===== src/cache_macros.svh =====
`ifndef CACHE_MACROS_SVH
`define CACHE_MACROS_SVH

// cache geometry, all sizes as log2 except the way count

// words per line
`define LINE_ADDR_LEN 3

// number of sets
`define SET_ADDR_LEN 3

// tag bits kept per line
`define TAG_ADDR_LEN 10

// ways per set
`define WAY_CNT 4

// data word width and byte offset bits
`define WORD_W 32
`define BYTE_ADDR_LEN 2

`endif


===== src/cache_pkg.sv =====
`include "cache_macros.svh"

package cache_pkg;

    // address bits above the tag, not used by the cache
    localparam int UNUSED_ADDR_LEN =
        32 - `TAG_ADDR_LEN - `SET_ADDR_LEN - `LINE_ADDR_LEN - `BYTE_ADDR_LEN;

    // cpu byte address split into cache fields, msb first
    typedef struct packed {
        logic [UNUSED_ADDR_LEN-1:0] unused;
        logic [`TAG_ADDR_LEN-1:0]   tag;
        logic [`SET_ADDR_LEN-1:0]   set_idx;
        logic [`LINE_ADDR_LEN-1:0]  word;
        logic [`BYTE_ADDR_LEN-1:0]  offset;
    } cache_addr_t;

    // store width
    typedef enum logic [1:0] {
        ST_BYTE,
        ST_HALF,
        ST_WORD
    } store_kind_e;

    // request levels, held by the cpu until finish
    typedef struct packed {
        logic                rd;
        logic                wr;
        store_kind_e         kind;
        logic [31:0]         addr;
        logic [`WORD_W-1:0]  wdata;
    } cpu_req_t;

    typedef struct packed {
        logic               finish;
        logic               miss;
        logic [`WORD_W-1:0] rdata;
    } cpu_rsp_t;

    // controller states
    typedef enum logic [1:0] {
        ST_READY,
        ST_WRITEBACK,
        ST_REFILL
    } ctrl_state_e;

    typedef logic [$clog2(`WAY_CNT)-1:0] way_idx_t;

endpackage


===== src/tag_store.sv =====
`timescale 1ns/1ps

`include "cache_macros.svh"

module tag_store
    import cache_pkg::*;
(
    input  logic        clk,
    input  logic        rst,
    input  cache_addr_t addr_i,
    input  way_idx_t    victim_way_i,
    input  logic        store_en_i,
    input  logic        fill_en_i,
    output logic        hit_o,
    output way_idx_t    hit_way_o,
    output logic        victim_dirty_o,
    output logic [31:0] wb_addr_o
);

    localparam int SET_CNT = 1 << `SET_ADDR_LEN;

    logic [`TAG_ADDR_LEN-1:0] tag_q [SET_CNT][`WAY_CNT];
    logic [`WAY_CNT-1:0]      valid_q [SET_CNT];
    logic [`WAY_CNT-1:0]      dirty_q [SET_CNT];
    logic [`WAY_CNT-1:0]      hit_vec;
    cache_addr_t              wb_addr;

    // tag compare on every valid way of the set
    always_comb
    begin
        for (int w = 0; w < `WAY_CNT; w++)
        begin
            hit_vec[w] = valid_q[addr_i.set_idx][w]
                && (tag_q[addr_i.set_idx][w] == addr_i.tag);
        end
    end

    assign hit_o = |hit_vec;

    // encode hit way
    always_comb
    begin
        hit_way_o = '0;
        for (int w = 0; w < `WAY_CNT; w++)
        begin
            if (hit_vec[w])
            begin
                hit_way_o = way_idx_t'(w);
            end
        end
    end

    // victim needs write-back only if valid and dirty
    assign victim_dirty_o = valid_q[addr_i.set_idx][victim_way_i]
        && dirty_q[addr_i.set_idx][victim_way_i];

    // victim line address from its tag and the current set
    always_comb
    begin
        wb_addr         = '0;
        wb_addr.tag     = tag_q[addr_i.set_idx][victim_way_i];
        wb_addr.set_idx = addr_i.set_idx;
    end

    assign wb_addr_o = wb_addr;

    always_ff @(posedge clk)
    begin
        if (rst)
        begin
            for (int s = 0; s < SET_CNT; s++)
            begin
                valid_q[s] <= '0;
                dirty_q[s] <= '0;
            end
        end
        else if (fill_en_i)
        begin
            // fresh line from memory is clean
            valid_q[addr_i.set_idx][victim_way_i] <= 1'b1;
            dirty_q[addr_i.set_idx][victim_way_i] <= 1'b0;
        end
        else if (store_en_i)
        begin
            dirty_q[addr_i.set_idx][hit_way_o] <= 1'b1;
        end
    end

    always_ff @(posedge clk)
    begin
        if (fill_en_i)
        begin
            tag_q[addr_i.set_idx][victim_way_i] <= addr_i.tag;
        end
    end

    // fills only happen on a miss, so tags never duplicate in a set
    a_hit_onehot: assert property (@(posedge clk) disable iff (rst)
        $onehot0(hit_vec));

    // held request hits right after its refill
    a_fill_then_hit: assert property (@(posedge clk) disable iff (rst)
        fill_en_i |=> hit_o);

endmodule


===== config.mk =====
export PLATFORM = sky130hd
export DESIGN_NAME = tag_store
export DESIGN_NICKNAME = d
export VERILOG_FILES = /design/src/cache_pkg.sv /design/src/tag_store.sv
export VERILOG_INCLUDE_DIRS = /design/src
export SDC_FILE = /design/constraint.sdc
export NUM_CORES = 1
export LEC_CHECK = 0
export ABC_AREA = 0
export BUFFER_PORTS_ARGS = -buffer_cell sky130_fd_sc_hd__buf_2
export CORE_MARGIN = 2
export CORE_UTILIZATION = 40
export DETAILED_ROUTE_END_ITERATION = 8
export SETUP_SLACK_MARGIN = 0.1
export SLEW_MARGIN = 20
export SYNTH_ARGS = -nofsm -noshare
export SYNTH_HDL_FRONTEND = slang
export SYNTH_SLANG_ARGS = --single-unit

===== constraint.sdc =====
create_clock -name clk -period 4.2 [get_ports clk]
set_clock_uncertainty 0.2 [all_clocks]
set_input_delay 0.42 -clock clk [delete_from_list [all_inputs] [get_ports clk]]
set_output_delay 0.42 -clock clk [all_outputs]
set_load 0.005 [all_outputs]

---- Yosys cells after proc, flatten, opt, wreduce, memory -nomap -nowiden ----
Memories as Yosys holds them, arrays and structs flattened.
Index checks and enable logic that the tools add are counted.
cells by class
  bitwise logic cells ..................... 5
  reduce and logical (&&, ||, !) cells .... 11
  $lt $le $gt $ge ......................... 6
  equality and inequality tests ........... 4
  multiplexer cells ....................... 36
operator list
  operator                                                                number
  10-bit == test                                                          4
  40-bit 2-to-1 mux                                                       1
  10-bit 2-to-1 mux                                                       3
  4-bit 2-to-1 mux                                                        6
  10-bit binary-select mux with 2-bit select                              1
  10-bit demux with 2-bit select                                          1
  1-bit 2-to-1 mux                                                        16
  4-bit OR reduction                                                      3
  1-bit logical AND                                                       8
  2-bit by 3-bit < comparator with 1-bit output (second input constant)   2
  3-bit 2-to-1 mux                                                        2
  1-bit binary-select mux with 2-bit select                               2
  1-bit demux with 2-bit select                                           2
  2-bit by 1-bit >= comparator with 1-bit output (second input constant)  2
  2-bit 2-to-1 mux                                                        2
  1-bit bitwise OR                                                        4
  3-bit >= comparator (second input constant)                             1
  3-bit by 1-bit < comparator with 1-bit output (second input constant)   1
  2-bit inverter with 3-bit output                                        1
storage, ports and cells
  memories kept ........................... 3
  bits of input ports ..................... 38
  RAM bits ................................ 384
  register bits after elaboration ......... 0
  logic and storage cells ................. 65
memory list
  memory   words  width  rd ports  clocked after Yosys merged registers in  write ports  RTL line         source
  tag_q    8      40     1         0                                        1            tag_store.sv:22  logic [`TAG_ADDR_LEN-1:0] tag_q [SET_CNT][`WAY_CNT];
  dirty_q  8      4      1         0                                        8            tag_store.sv:24  logic [`WAY_CNT-1:0] dirty_q [SET_CNT];
  valid_q  8      4      1         0                                        8            tag_store.sv:23  logic [`WAY_CNT-1:0] valid_q [SET_CNT];

---- Depth between registers and ports, before layout ----
Gate-level depths: netlist (run 1).
An unclocked memory read counts as a cell.
  depth in word-level cells ............... 14
  depth in mapped cells ................... 15

---- Worst setup path before layout (run 1) ----
OpenSTA, ideal clock, no wires.
  path type ............................... input to output
  from .................................... in addr_i[5] (netlist bit)
  to ...................................... out hit_o
  stages .................................. 13
  arrival ................................. 2.848 ns
  slack ................................... 0.732 ns
  path through ............................ buf_6 -> buf_6 -> buf_6 -> buf_6 -> buf_4 -> buf_4 -> buf_2 -> mux2_2 -> a221oi_1 -> o21ai_0 -> xor2_1 -> nor4_1 -> a31o_2
between the ends
  word-level cells in the longest chain between the ends .. 4
  elaborated cells on any way between the ends .. 11
  those cells by class .................... 4 x eq/ne; 5 x reduce/logical; 2 x memory
RTL lines
  item                    RTL line         source
  start: declaration      tag_store.sv:10  input cache_addr_t addr_i,
  memory read 8 x 40 bit  -
  10-bit == test          tag_store.sv:34  && (tag_q[addr_i.set_idx][w] == addr_i.tag);
  1-bit logical AND       tag_store.sv:34
  4-bit OR reduction (*)  tag_store.sv:38  assign hit_o = |hit_vec;
  end: declaration        tag_store.sv:14  output logic hit_o,
Mark *: on every way between the ends. The rest lies on a longest branch, timed or not.

---- Worst setup path after layout (run 1) ----
Ends and elaborated chain as after synthesis.

==> flow_metrics.tcl, run 1 <==
set metrics [dict create \
    fmax_mhz 249.4 \
    max_slew_margin_pct 34.98 \
    synth.avg_cell_area_sq_um 15.10 \
    finalWorstSetupSlack_ns 0.1906 \
    dp_worst_setup_slack_ns 0.2512 \
    critPathMaxFanout 22 \
    initial_utilization_pct 40.54 \
    synth-seq-area-share_pct 69.60 \
    yosysWarnings 0 \
    finalHoldViolCount 0 \
    fin_setup_tns_ns 0 \
    reg2reg_depth 8 \
    clk_pin_slew_worst_paths_ns 0.06 \
    cp.required_ns 3.58 \
    ir_worst_vdd_uv 251.0 \
    whs_endpoint "tag_q[5][27]" \
    cts_tree "done" \
    ctsRootBufferMaster "clkbuf_16" \
    crit_slowest_cell "or4_4" \
    p_leak_nw 6.336 \
    routed_wl_mm 44.78 \
    layout.cells.non_filler 1730 \
    min_period_ns 4.009 \
    synth_common_cells "edfxtp_1 (352), nor2_1 (174), nand2_1 (71)" \
    ys_ff_latch 384 \
    status "completed" \
    route.detailed.drc 0 \
    coreArea_sq_um 39730 \
    synth_top_cells_by_area "edfxtp_1 (66%), mux4_2 (6.3%), nor2_1 (4.1%)" \
    route.vias.total 9788 \
    nets 1214 \
    crit_arrival_ns 3.39 \
    gr-total-overflow 0 \
    die_x_um 204.7 \
    maxCapViolCount 0 \
    cts_max_path_buffers 3 \
    dp_hpwl_mm 29.06 \
    r2r-end "dirty_q[1][1]" \
    min_period_over_period_pct 95.46 \
    synthesis.area_sq_um 16110 \
    drv_slew 0 \
    grt_max_degree 65 \
    synth_edf_count 352 \
    fp-row-count 73 \
    rsz0062_at_grt "true" \
    syn_inst 1067 \
    synth_top_area_share_pct 65.62 \
    hp-start "addr_i[15]" \
    ant_nets 0 \
    drtIter0Drc 1014 \
    cp_cell_sequence "buf_6, buf_4, nor2b_1, a22o_1, a211o_1, xor2_1, or4_4, or4b_4, nand3_4, a31o_2, buf_2" \
    grt_pass1_wl_mm 64.15 \
    cts_max_level 2 \
    grtUsageTotal_pct 21.33 \
    crit_type "in2out" \
    pin_count 74 \
    viasPerCell 5.658 \
    gp_congestion 0.8969 \
    powerDensity_nw_per_um2 440.1 \
    grt_pass1_vias 9381 \
    min_path_type "in2reg" \
    die_area_sq_um 41890 \
    drive_gt1_share_pct 22.74 \
    antenna_found_initial 1 \
    synthFlopType "edfxtp_1" \
    placed_cells 1657 \
    clock-sinks 384 \
    wire_per_inst_um 25.89 \
    yosysMostFrequentCell "edfxtp_1" \
    p_total_mw 8.157 \
    dr.pass1.iters 5 \
    setup_viol 0 \
    critPathLaunchType "input port" \
    numCtsBuffers 40 \
    critical-path-max-stage-delay_ns 0.58 \
    hold_depth 1 \
    synth_cell_types 62 \
    reg2reg_from "tag_q[7][28]" \
    port_buffers 35 \
    rrSetupSlack_ns 0.73 \
    synth.largest_area_cell "edfxtp_1" \
    clkLatencyLatePin_ns 0.53 \
    antennaDiodeCount 0 \
    die_h_um 204.7 \
    ys_async_sr_fraction_pct 0 \
    endpoint_kind "output port" \
    tightestPinTransition_ns 0.9717 \
    area_growth_pct 15.06 \
]
[stage by stage]
stage	cell area, sq um	hold WS (ns)	utilization, %
2_1_floorplan	16180	0.2346	-
3_3_place_gp	17240	0.2439	43.39
3_5_place_dp	17240	0.2572	43.39
4_1_cts	18470	0.1122	46.49
5_1_grt	18530	0.1301	46.65
6_report	18530	0.1227	46.65
[state kept, by name, indices dropped and copies added, names as in the netlist]
register	count
valid_q	32
dirty_q	32
tag_q	320
[layout make-up]
cell class	instances	area [sq um]
fillers	3541	21200
flip-flops and latches	384	11210
multi-input cells	618	4521
clock buffers	57	1147
repair buffers	127	912.1
well taps	525	656.9
clock inverters	14	67.56
inverters	5	18.77
[cells in the final DEF (no fill, tap or decap), types with 4 or more instances in the layout]
cell type and n:
a21oi_1 13, a221oi_1 26, a22o_1 5, a22oi_1 29, and2_1 4, buf_2 33, buf_4 91, clkbuf_1 11
clkbuf_16 43, clkbuf_8 4, clkinv_1 6, clkinv_2 6, conb_1 19, dfxtp_1 32, edfxtp_1 352, inv_1 4
mux2_2 28, mux2i_1 31, mux4_2 45, nand2_1 71, nand3_1 5, nand4_1 4, nor2_1 174, nor2b_1 8
o21ai_0 35, o21ai_1 4, o22ai_1 8, o2bb2ai_1 4, or3_1 9, xnor2_1 9, xor2_1 27
[worst max-delay path by stage]
stage,start,to,slack (ns),cells after the start
3_5_place_dp,addr_i[5],hit_o,0.25,10
5_1_grt,tag_q[3][28],hit_o,0.1,9
4_1_cts,tag_q[7][20],hit_o,0.11,10
2_1_floorplan,addr_i[5],hit_o,0.73,13
6_report,addr_i[5],hit_o,0.19,11
3_3_place_gp,addr_i[5],hit_o,0.23,10
[cell families (layout without fill, tap and decap cells)]
family	Yosys count	count (layout)	share of synthesized area [%]
flops	384	384	69.60
simple gates	301	301	8.280
compound gates	153	153	6.649
mux	107	107	10.38
buf+inv	83	203	3.006
xor+xnor	38	38	2.066
other cells	1	19	0.02328
[critical path: cells and delay by family]
kind | cells | cell delay, ns
xor gates and xnor gates | 1 | 0.09
AOI/OAI and AO/OA | 3 | 0.56
buffers and inverters | 3 | 0.76
and+or+nand+nor | 4 | 1.53
[routing by layer]
| metal | up-vias | track usage [%] | part of all wire, % |
|---|---|---|---|
| met1 | 5001 | 29.91 | 42 |
| met2 | 454 | 34.69 | 47 |
| met3 | 74 | 3.452 | 8.8 |
| li1 | 4259 | - | - |
| met5 | - | 0 | 0 |
| met4 | 0 | 5.487 | 2.4 |
[power by group]
group | switching (mW) | leakage [nW] | total, mW | internal [mW]
clock network | 1.40 | 0.592 | 3.30 | 1.90
registers | 0.0147 | 3.46 | 4.24 | 4.23
logic | 0.402 | 2.28 | 0.622 | 0.220
[repair_timing]
action	4_1_cts	5_1_grt
setup endpoints to repair	1	2
buffers inserted	1	0
gates resized for setup	3	5
cloned	0	1
hold buffers	0	0
pin swaps	2	2
hold endpoints to repair	0	0
No activity file was read; power rests on OpenSTA's default activity.
==> inputs of run 2 (changes only) <==
--- a/config.mk
+++ b/config.mk
@@ -11,8 +11,10 @@
 export CORE_MARGIN = 2
 export CORE_UTILIZATION = 40
 export DETAILED_ROUTE_END_ITERATION = 8
+export PLACE_DENSITY = 0.68
 export SETUP_SLACK_MARGIN = 0.1
 export SLEW_MARGIN = 20
 export SYNTH_ARGS = -nofsm -noshare
 export SYNTH_HDL_FRONTEND = slang
 export SYNTH_SLANG_ARGS = --single-unit
+export TNS_END_PERCENT = 5
==> flow_metrics.tcl, run 2 (synthesis gave the netlist of run 1 again) <==
set metrics [dict create \
    status "completed" \
    clk_pin_slew_worst_paths_ns 0.06 \
    tightestPinTransition_ns 0.9343 \
    dp_hpwl_mm 27.70 \
    cp.required_ns 3.58 \
    min_path_type "in2reg" \
    grtUsageTotal_pct 20.71 \
    nets 1212 \
    p_leak_nw 6.375 \
    reg_top3 "tag_q: 320 flops, dirty_q: 32 flops, valid_q: 32 flops" \
    crit_arrival_ns 3.44 \
    crit_type "reg2out" \
    min_period_over_period_pct 96.58 \
    pin_count 74 \
    top_usage_layer "met2" \
    crit_slowest_cell "or4_4" \
    die_area_sq_um 41890 \
    crit_family "simple AND/OR/NAND/NOR gates" \
    wire_per_inst_um 25.14 \
    final_common_cell "edfxtp_1" \
    use_met1_pct 28.10 \
    setup_viol 0 \
    cts_max_path_buffers 3 \
    coreArea_sq_um 39730 \
    p_sw_mw 1.845 \
    multi_input_area_sq_um 4512 \
    drive_gt1_share_pct 22.97 \
    powerDensity_nw_per_um2 454.2 \
    gp_congestion 0.9371 \
    fin_setup_tns_ns 0 \
    die_x_um 204.7 \
    cts_max_level 2 \
    critical-path-max-stage-delay_ns 0.58 \
    combPwrFrac_pct 7.4 \
    route.vias.total 9897 \
    grt_pass1_vias 9588 \
    numCtsBuffers 41 \
    fmax_mhz 246.5 \
    internal_power_mw 6.623 \
    crit_buf_inv 1 \
    antenna_found_initial 1 \
    cp_cell_sequence "mux4_2, mux2i_4, xor2_2, o21ai_2, or4_4, or4b_4, nand3_4, a31o_2, buf_2" \
    critPathMaxFanout 2 \
    max_slew_margin_pct 37.49 \
    p_total_mw 8.468 \
    gr-total-overflow 0 \
    grt_pass1_wl_mm 62.81 \
    die_h_um 204.7 \
    maxCapViolCount 0 \
    finalWorstSetupSlack_ns 0.1438 \
    cts_tree "done" \
    route.detailed.drc 0 \
    grt_max_degree 65 \
    rsz0062_at_grt "false" \
    fp-row-count 73 \
    critPathLaunchType "register" \
    viasPerCell 5.718 \
    routed_wl_mm 43.51 \
    p_seq_share_pct 50.1 \
    finalHoldViolCount 0 \
    clock-sinks 384 \
    p_clk_share_pct 42.6 \
    final_cell_mix "edfxtp_1 (352), nor2_1 (174), buf_4 (88)" \
    min_period_ns 4.056 \
    dp_worst_setup_slack_ns 0.2369 \
    ant_nets 0 \
    regMostFlops "tag_q" \
    initial_utilization_pct 40.54 \
    swShare_pct 21.79 \
    gr-usage-met3_pct 4.979 \
    clkLatencyLatePin_ns 0.53 \
    endpoint_kind "output port" \
    ctsRootBufferMaster "clkbuf_16" \
    antennaDiodeCount 0 \
    dr.pass1.iters 5 \
    largest_reg_flops 320 \
    seq_area_sq_um 11210 \
    ir_worst_vdd_uv 448.7 \
    port_buffers 35 \
    num-fill-cells 3426 \
    gr-usage-met2_pct 32.50 \
    area_growth_pct 15.74 \
    drtIter0Drc 1209 \
    drv_slew 0 \
]
[run 2: worst paths after layout]
check,start,cells past startpoint,slack [ns],end
setup reg to reg,tag_q[7][28],8,0.71,dirty_q[7][1]
hold / removal,addr_i[15],1,0.13,tag_q[0][17]
hold reg to reg,valid_q[2][3],2,0.27,valid_q[2][3]
setup / recovery,tag_q[7][28],9,0.14,hit_o
[run 2: final cells by class]
| cell class | instances | area share (%) |
|---|---|---|
| clock inverters | 18 | 1.060 |
| repair buffers | 124 | 4.771 |
| flip-flops and latches | 384 | 60.13 |
| multi-input cells | 618 | 24.20 |
| well taps | 525 | 3.523 |
| clock buffers | 57 | 6.214 |
| inverters | 5 | 0.1007 |
[run 2: per-layer routing]
metal	part of all wire, %	wire length [um]	up-vias
met1	41	17620	5014
met4	3.2	1390	0
met2	46	20050	520
met5	0	0	-
li1	-	-	4266
met3	10	4445	97
[run 2: worst reg2reg max path, stage by stage, from the launching register on]
cell and delay, ns:
edfxtp_1 0.36, mux4_2 0.50, mux2i_4 0.21, xor2_2 0.19, o21ai_2 0.10, or4_4 0.58
nor4b_2 0.39, nand3_2 0.33, o21ai_0 0.32
[run 2: power by group through the flow]
stage / registers (mW) / clock network [mW] / logic (mW)
2_1_floorplan: 4.32 / 0 / 0.351
3_3_place_gp: 4.32 / 0 / 0.591
3_5_place_dp: 4.32 / 0 / 0.598
4_1_cts: 4.24 / 3.65 / 0.604
5_1_grt: 4.24 / 3.79 / 0.660
6_report: 4.24 / 3.60 / 0.623
[run 2: repair_timing]
action | CTS | global route
pin swaps | 1 | 2
resized for setup | 2 | 4
setup endpoints to repair | 1 | 1
cloned | 0 | 1
hold buffers | 0 | 0
buffers inserted | 1 | 1
[run 2: metrics by stage]
| step | cells | utilization, % | hold slack (ns) | instance area [sq um] |
|---|---|---|---|---|
| 2_1_floorplan | 1085 | - | 0.2346 | 16180 |
| 3_3_place_gp | 1653 | 43.31 | 0.2437 | 17210 |
| 3_5_place_dp | 1653 | 43.31 | 0.2611 | 17210 |
| 4_1_cts | 1729 | 46.76 | 0.1150 | 18580 |
| 5_1_grt | 1731 | 46.92 | 0.1214 | 18640 |
| 6_report | 1731 | 46.92 | 0.1306 | 18640 |
==> inputs of run 3 (changes only) <==
--- a/config.mk
+++ b/config.mk
@@ -10,6 +10,7 @@
 export BUFFER_PORTS_ARGS = -buffer_cell sky130_fd_sc_hd__buf_2
 export CORE_MARGIN = 2
 export CORE_UTILIZATION = 40
+export CTS_BUF_LIST = sky130_fd_sc_hd__clkbuf_4
 export DETAILED_ROUTE_END_ITERATION = 8
 export PLACE_DENSITY = 0.68
 export SETUP_SLACK_MARGIN = 0.1
==> flow_metrics.tcl, run 3 (synthesis gave the netlist of run 1 again) <==
set metrics [dict create \
    powerDensity_nw_per_um2 434.0 \
    cp_cell_sequence "mux4_2, mux2i_4, xor2_2, o21ai_2, or4_4, or4b_4, nand3_4, a31o_4, buf_6" \
    nets 1271 \
    wire_per_inst_um 23.76 \
    grt_max_degree 65 \
    min_period_ns 4.105 \
    crit_arrival_ns 3.48 \
    fp-row-count 73 \
    clock-sinks 384 \
    die_area_sq_um 41890 \
    largest_reg_flops 320 \
    dr.pass1.iters 6 \
    numCtsBuffers 97 \
    min_path_type "in2reg" \
    drv_slew 0 \
    gp_congestion 0.9371 \
    cp.required_ns 3.58 \
    initial_utilization_pct 40.54 \
    ctsRootBufferMaster "clkbuf_4" \
    die_x_um 204.7 \
    clk_pin_slew_worst_paths_ns 0.07 \
    pin_count 74 \
    setup_viol 0 \
    clkLatencyLatePin_ns 0.75 \
    cts_max_level 3 \
    top_layer "met4" \
    final_cell_mix "edfxtp_1 (352), nor2_1 (174), clkbuf_4 (148)" \
    drive_gt1_share_pct 28.64 \
    drtIter0Drc 1205 \
    final_common_cell "edfxtp_1" \
    wl_met2_mm 20.24 \
    viasPerCell 5.582 \
    grtUsageTotal_pct 21.13 \
    coreArea_sq_um 39730 \
    cts_max_path_buffers 3 \
    dp_hpwl_mm 27.70 \
    critical-path-max-stage-delay_ns 0.58 \
    min_period_over_period_pct 97.74 \
    route.vias.total 10232 \
    area_growth_pct 15.56 \
    fmax_mhz 243.6 \
    met1_length_mm 17.34 \
    crit_buf_inv 1 \
    status "completed" \
    critPathLaunchType "register" \
    critPathMaxFanout 2 \
    cts_tree "done" \
    reg_top3 "tag_q: 320 flops, dirty_q: 32 flops, valid_q: 32 flops" \
    die_h_um 204.7 \
    crit_slowest_cell "or4_4" \
    routed_wl_mm 43.55 \
    p_leak_nw 6.494 \
    maxCapViolCount 0 \
    grt_pass1_wl_mm 63.77 \
    tightestPinTransition_ns 0.9502 \
    route.detailed.drc 0 \
    endpoint_kind "output port" \
    regMostFlops "tag_q" \
    rsz0062_at_grt "true" \
    grt_pass1_vias 10178 \
    met3_length_mm 4.555 \
    antenna_found_initial 2 \
    port_buffers 35 \
    placed_cells 1653 \
    layout.cells.non_filler 1833 \
    crit_family "simple AND/OR/NAND/NOR gates" \
    fin_util_pct 46.85 \
    finalHoldViolCount 0 \
    ir_worst_vdd_uv 258.7 \
    gr-total-overflow 0 \
    crit_type "reg2out" \
    ant_nets 0 \
    max_slew_margin_pct 36.42 \
]
## run 3: cell count changes in the layout (fill, tap and decap cells not counted), moves of 2 or more
cell / change
dlygate4sd3_1: +3
clkbuf_16: -44
clkinvlp_4: -2
clkinv_2: -2
clkbuf_8: -3
clkinv_1: +12
diode_2: +2
clkbuf_4: +148
clkbuf_1: -11
## run 3: final timing paths
path / start / to / slack (ns) / cells past startpoint
worst min register to register: valid_q[4][1] / valid_q[4][1] / 0.27 / 2
worst max-delay path: tag_q[7][28] / hit_o / 0.1 / 9
worst min-delay path: addr_i[9] / tag_q[6][31] / 0.1 / 2
worst max register to register: tag_q[7][28] / dirty_q[7][1] / 0.71 / 9
## run 3: per-stage QoR
stage | instance area (sq um) | hold slack (ns) | worst slack (ns) | total power, mW | TNS, ns
3_3_place_gp | 17210 | 0.2437 | 0.2529 | 4.908 | 0
5_1_grt | 18610 | 0.03192 | -0.01225 | 8.380 | -0.01225
3_5_place_dp | 17210 | 0.2611 | 0.2369 | 4.919 | 0
6_report | 18610 | 0.09695 | 0.09503 | 8.078 | 0
4_1_cts | 18580 | 0.01462 | -0.005531 | 8.136 | -0.005531
2_1_floorplan | 16180 | 0.2346 | 0.7320 | 4.668 | 0
## run 3: area by class of cell
cell class | count | area, sq um
well taps | 525 | 656.9
clock buffers | 148 | 1111
inverters | 5 | 18.77
flip-flops and latches | 384 | 11210
repair buffers | 127 | 900.9
clock inverters | 24 | 178.9
multi-input cells | 618 | 4532
fillers | 3471 | 21120
diodes | 2 | 5.005
## run 3: layer usage
layer	global-route usage, %	up-vias
met1	27.91	5035
met5	0	-
met4	9.136	0
met2	33.01	628
li1	-	4452
met3	5.536	117
## run 3: repair_timing
action	CTS	global route
gates cloned	0	0
endpoints found under the hold margin	28	0
buffers inserted	2	1
endpoints found under the setup margin	2	2
pin swaps	6	4
gates resized for setup	6	3
hold buffers	3	0
## run 3: report_power, final
part / leakage (nW) / switching (mW) / internal [mW] / total [mW]
combinational: 2.26 / 0.400 / 0.220 / 0.621
clock: 0.767 / 1.44 / 1.78 / 3.22
sequential: 3.46 / 0.0144 / 4.22 / 4.24
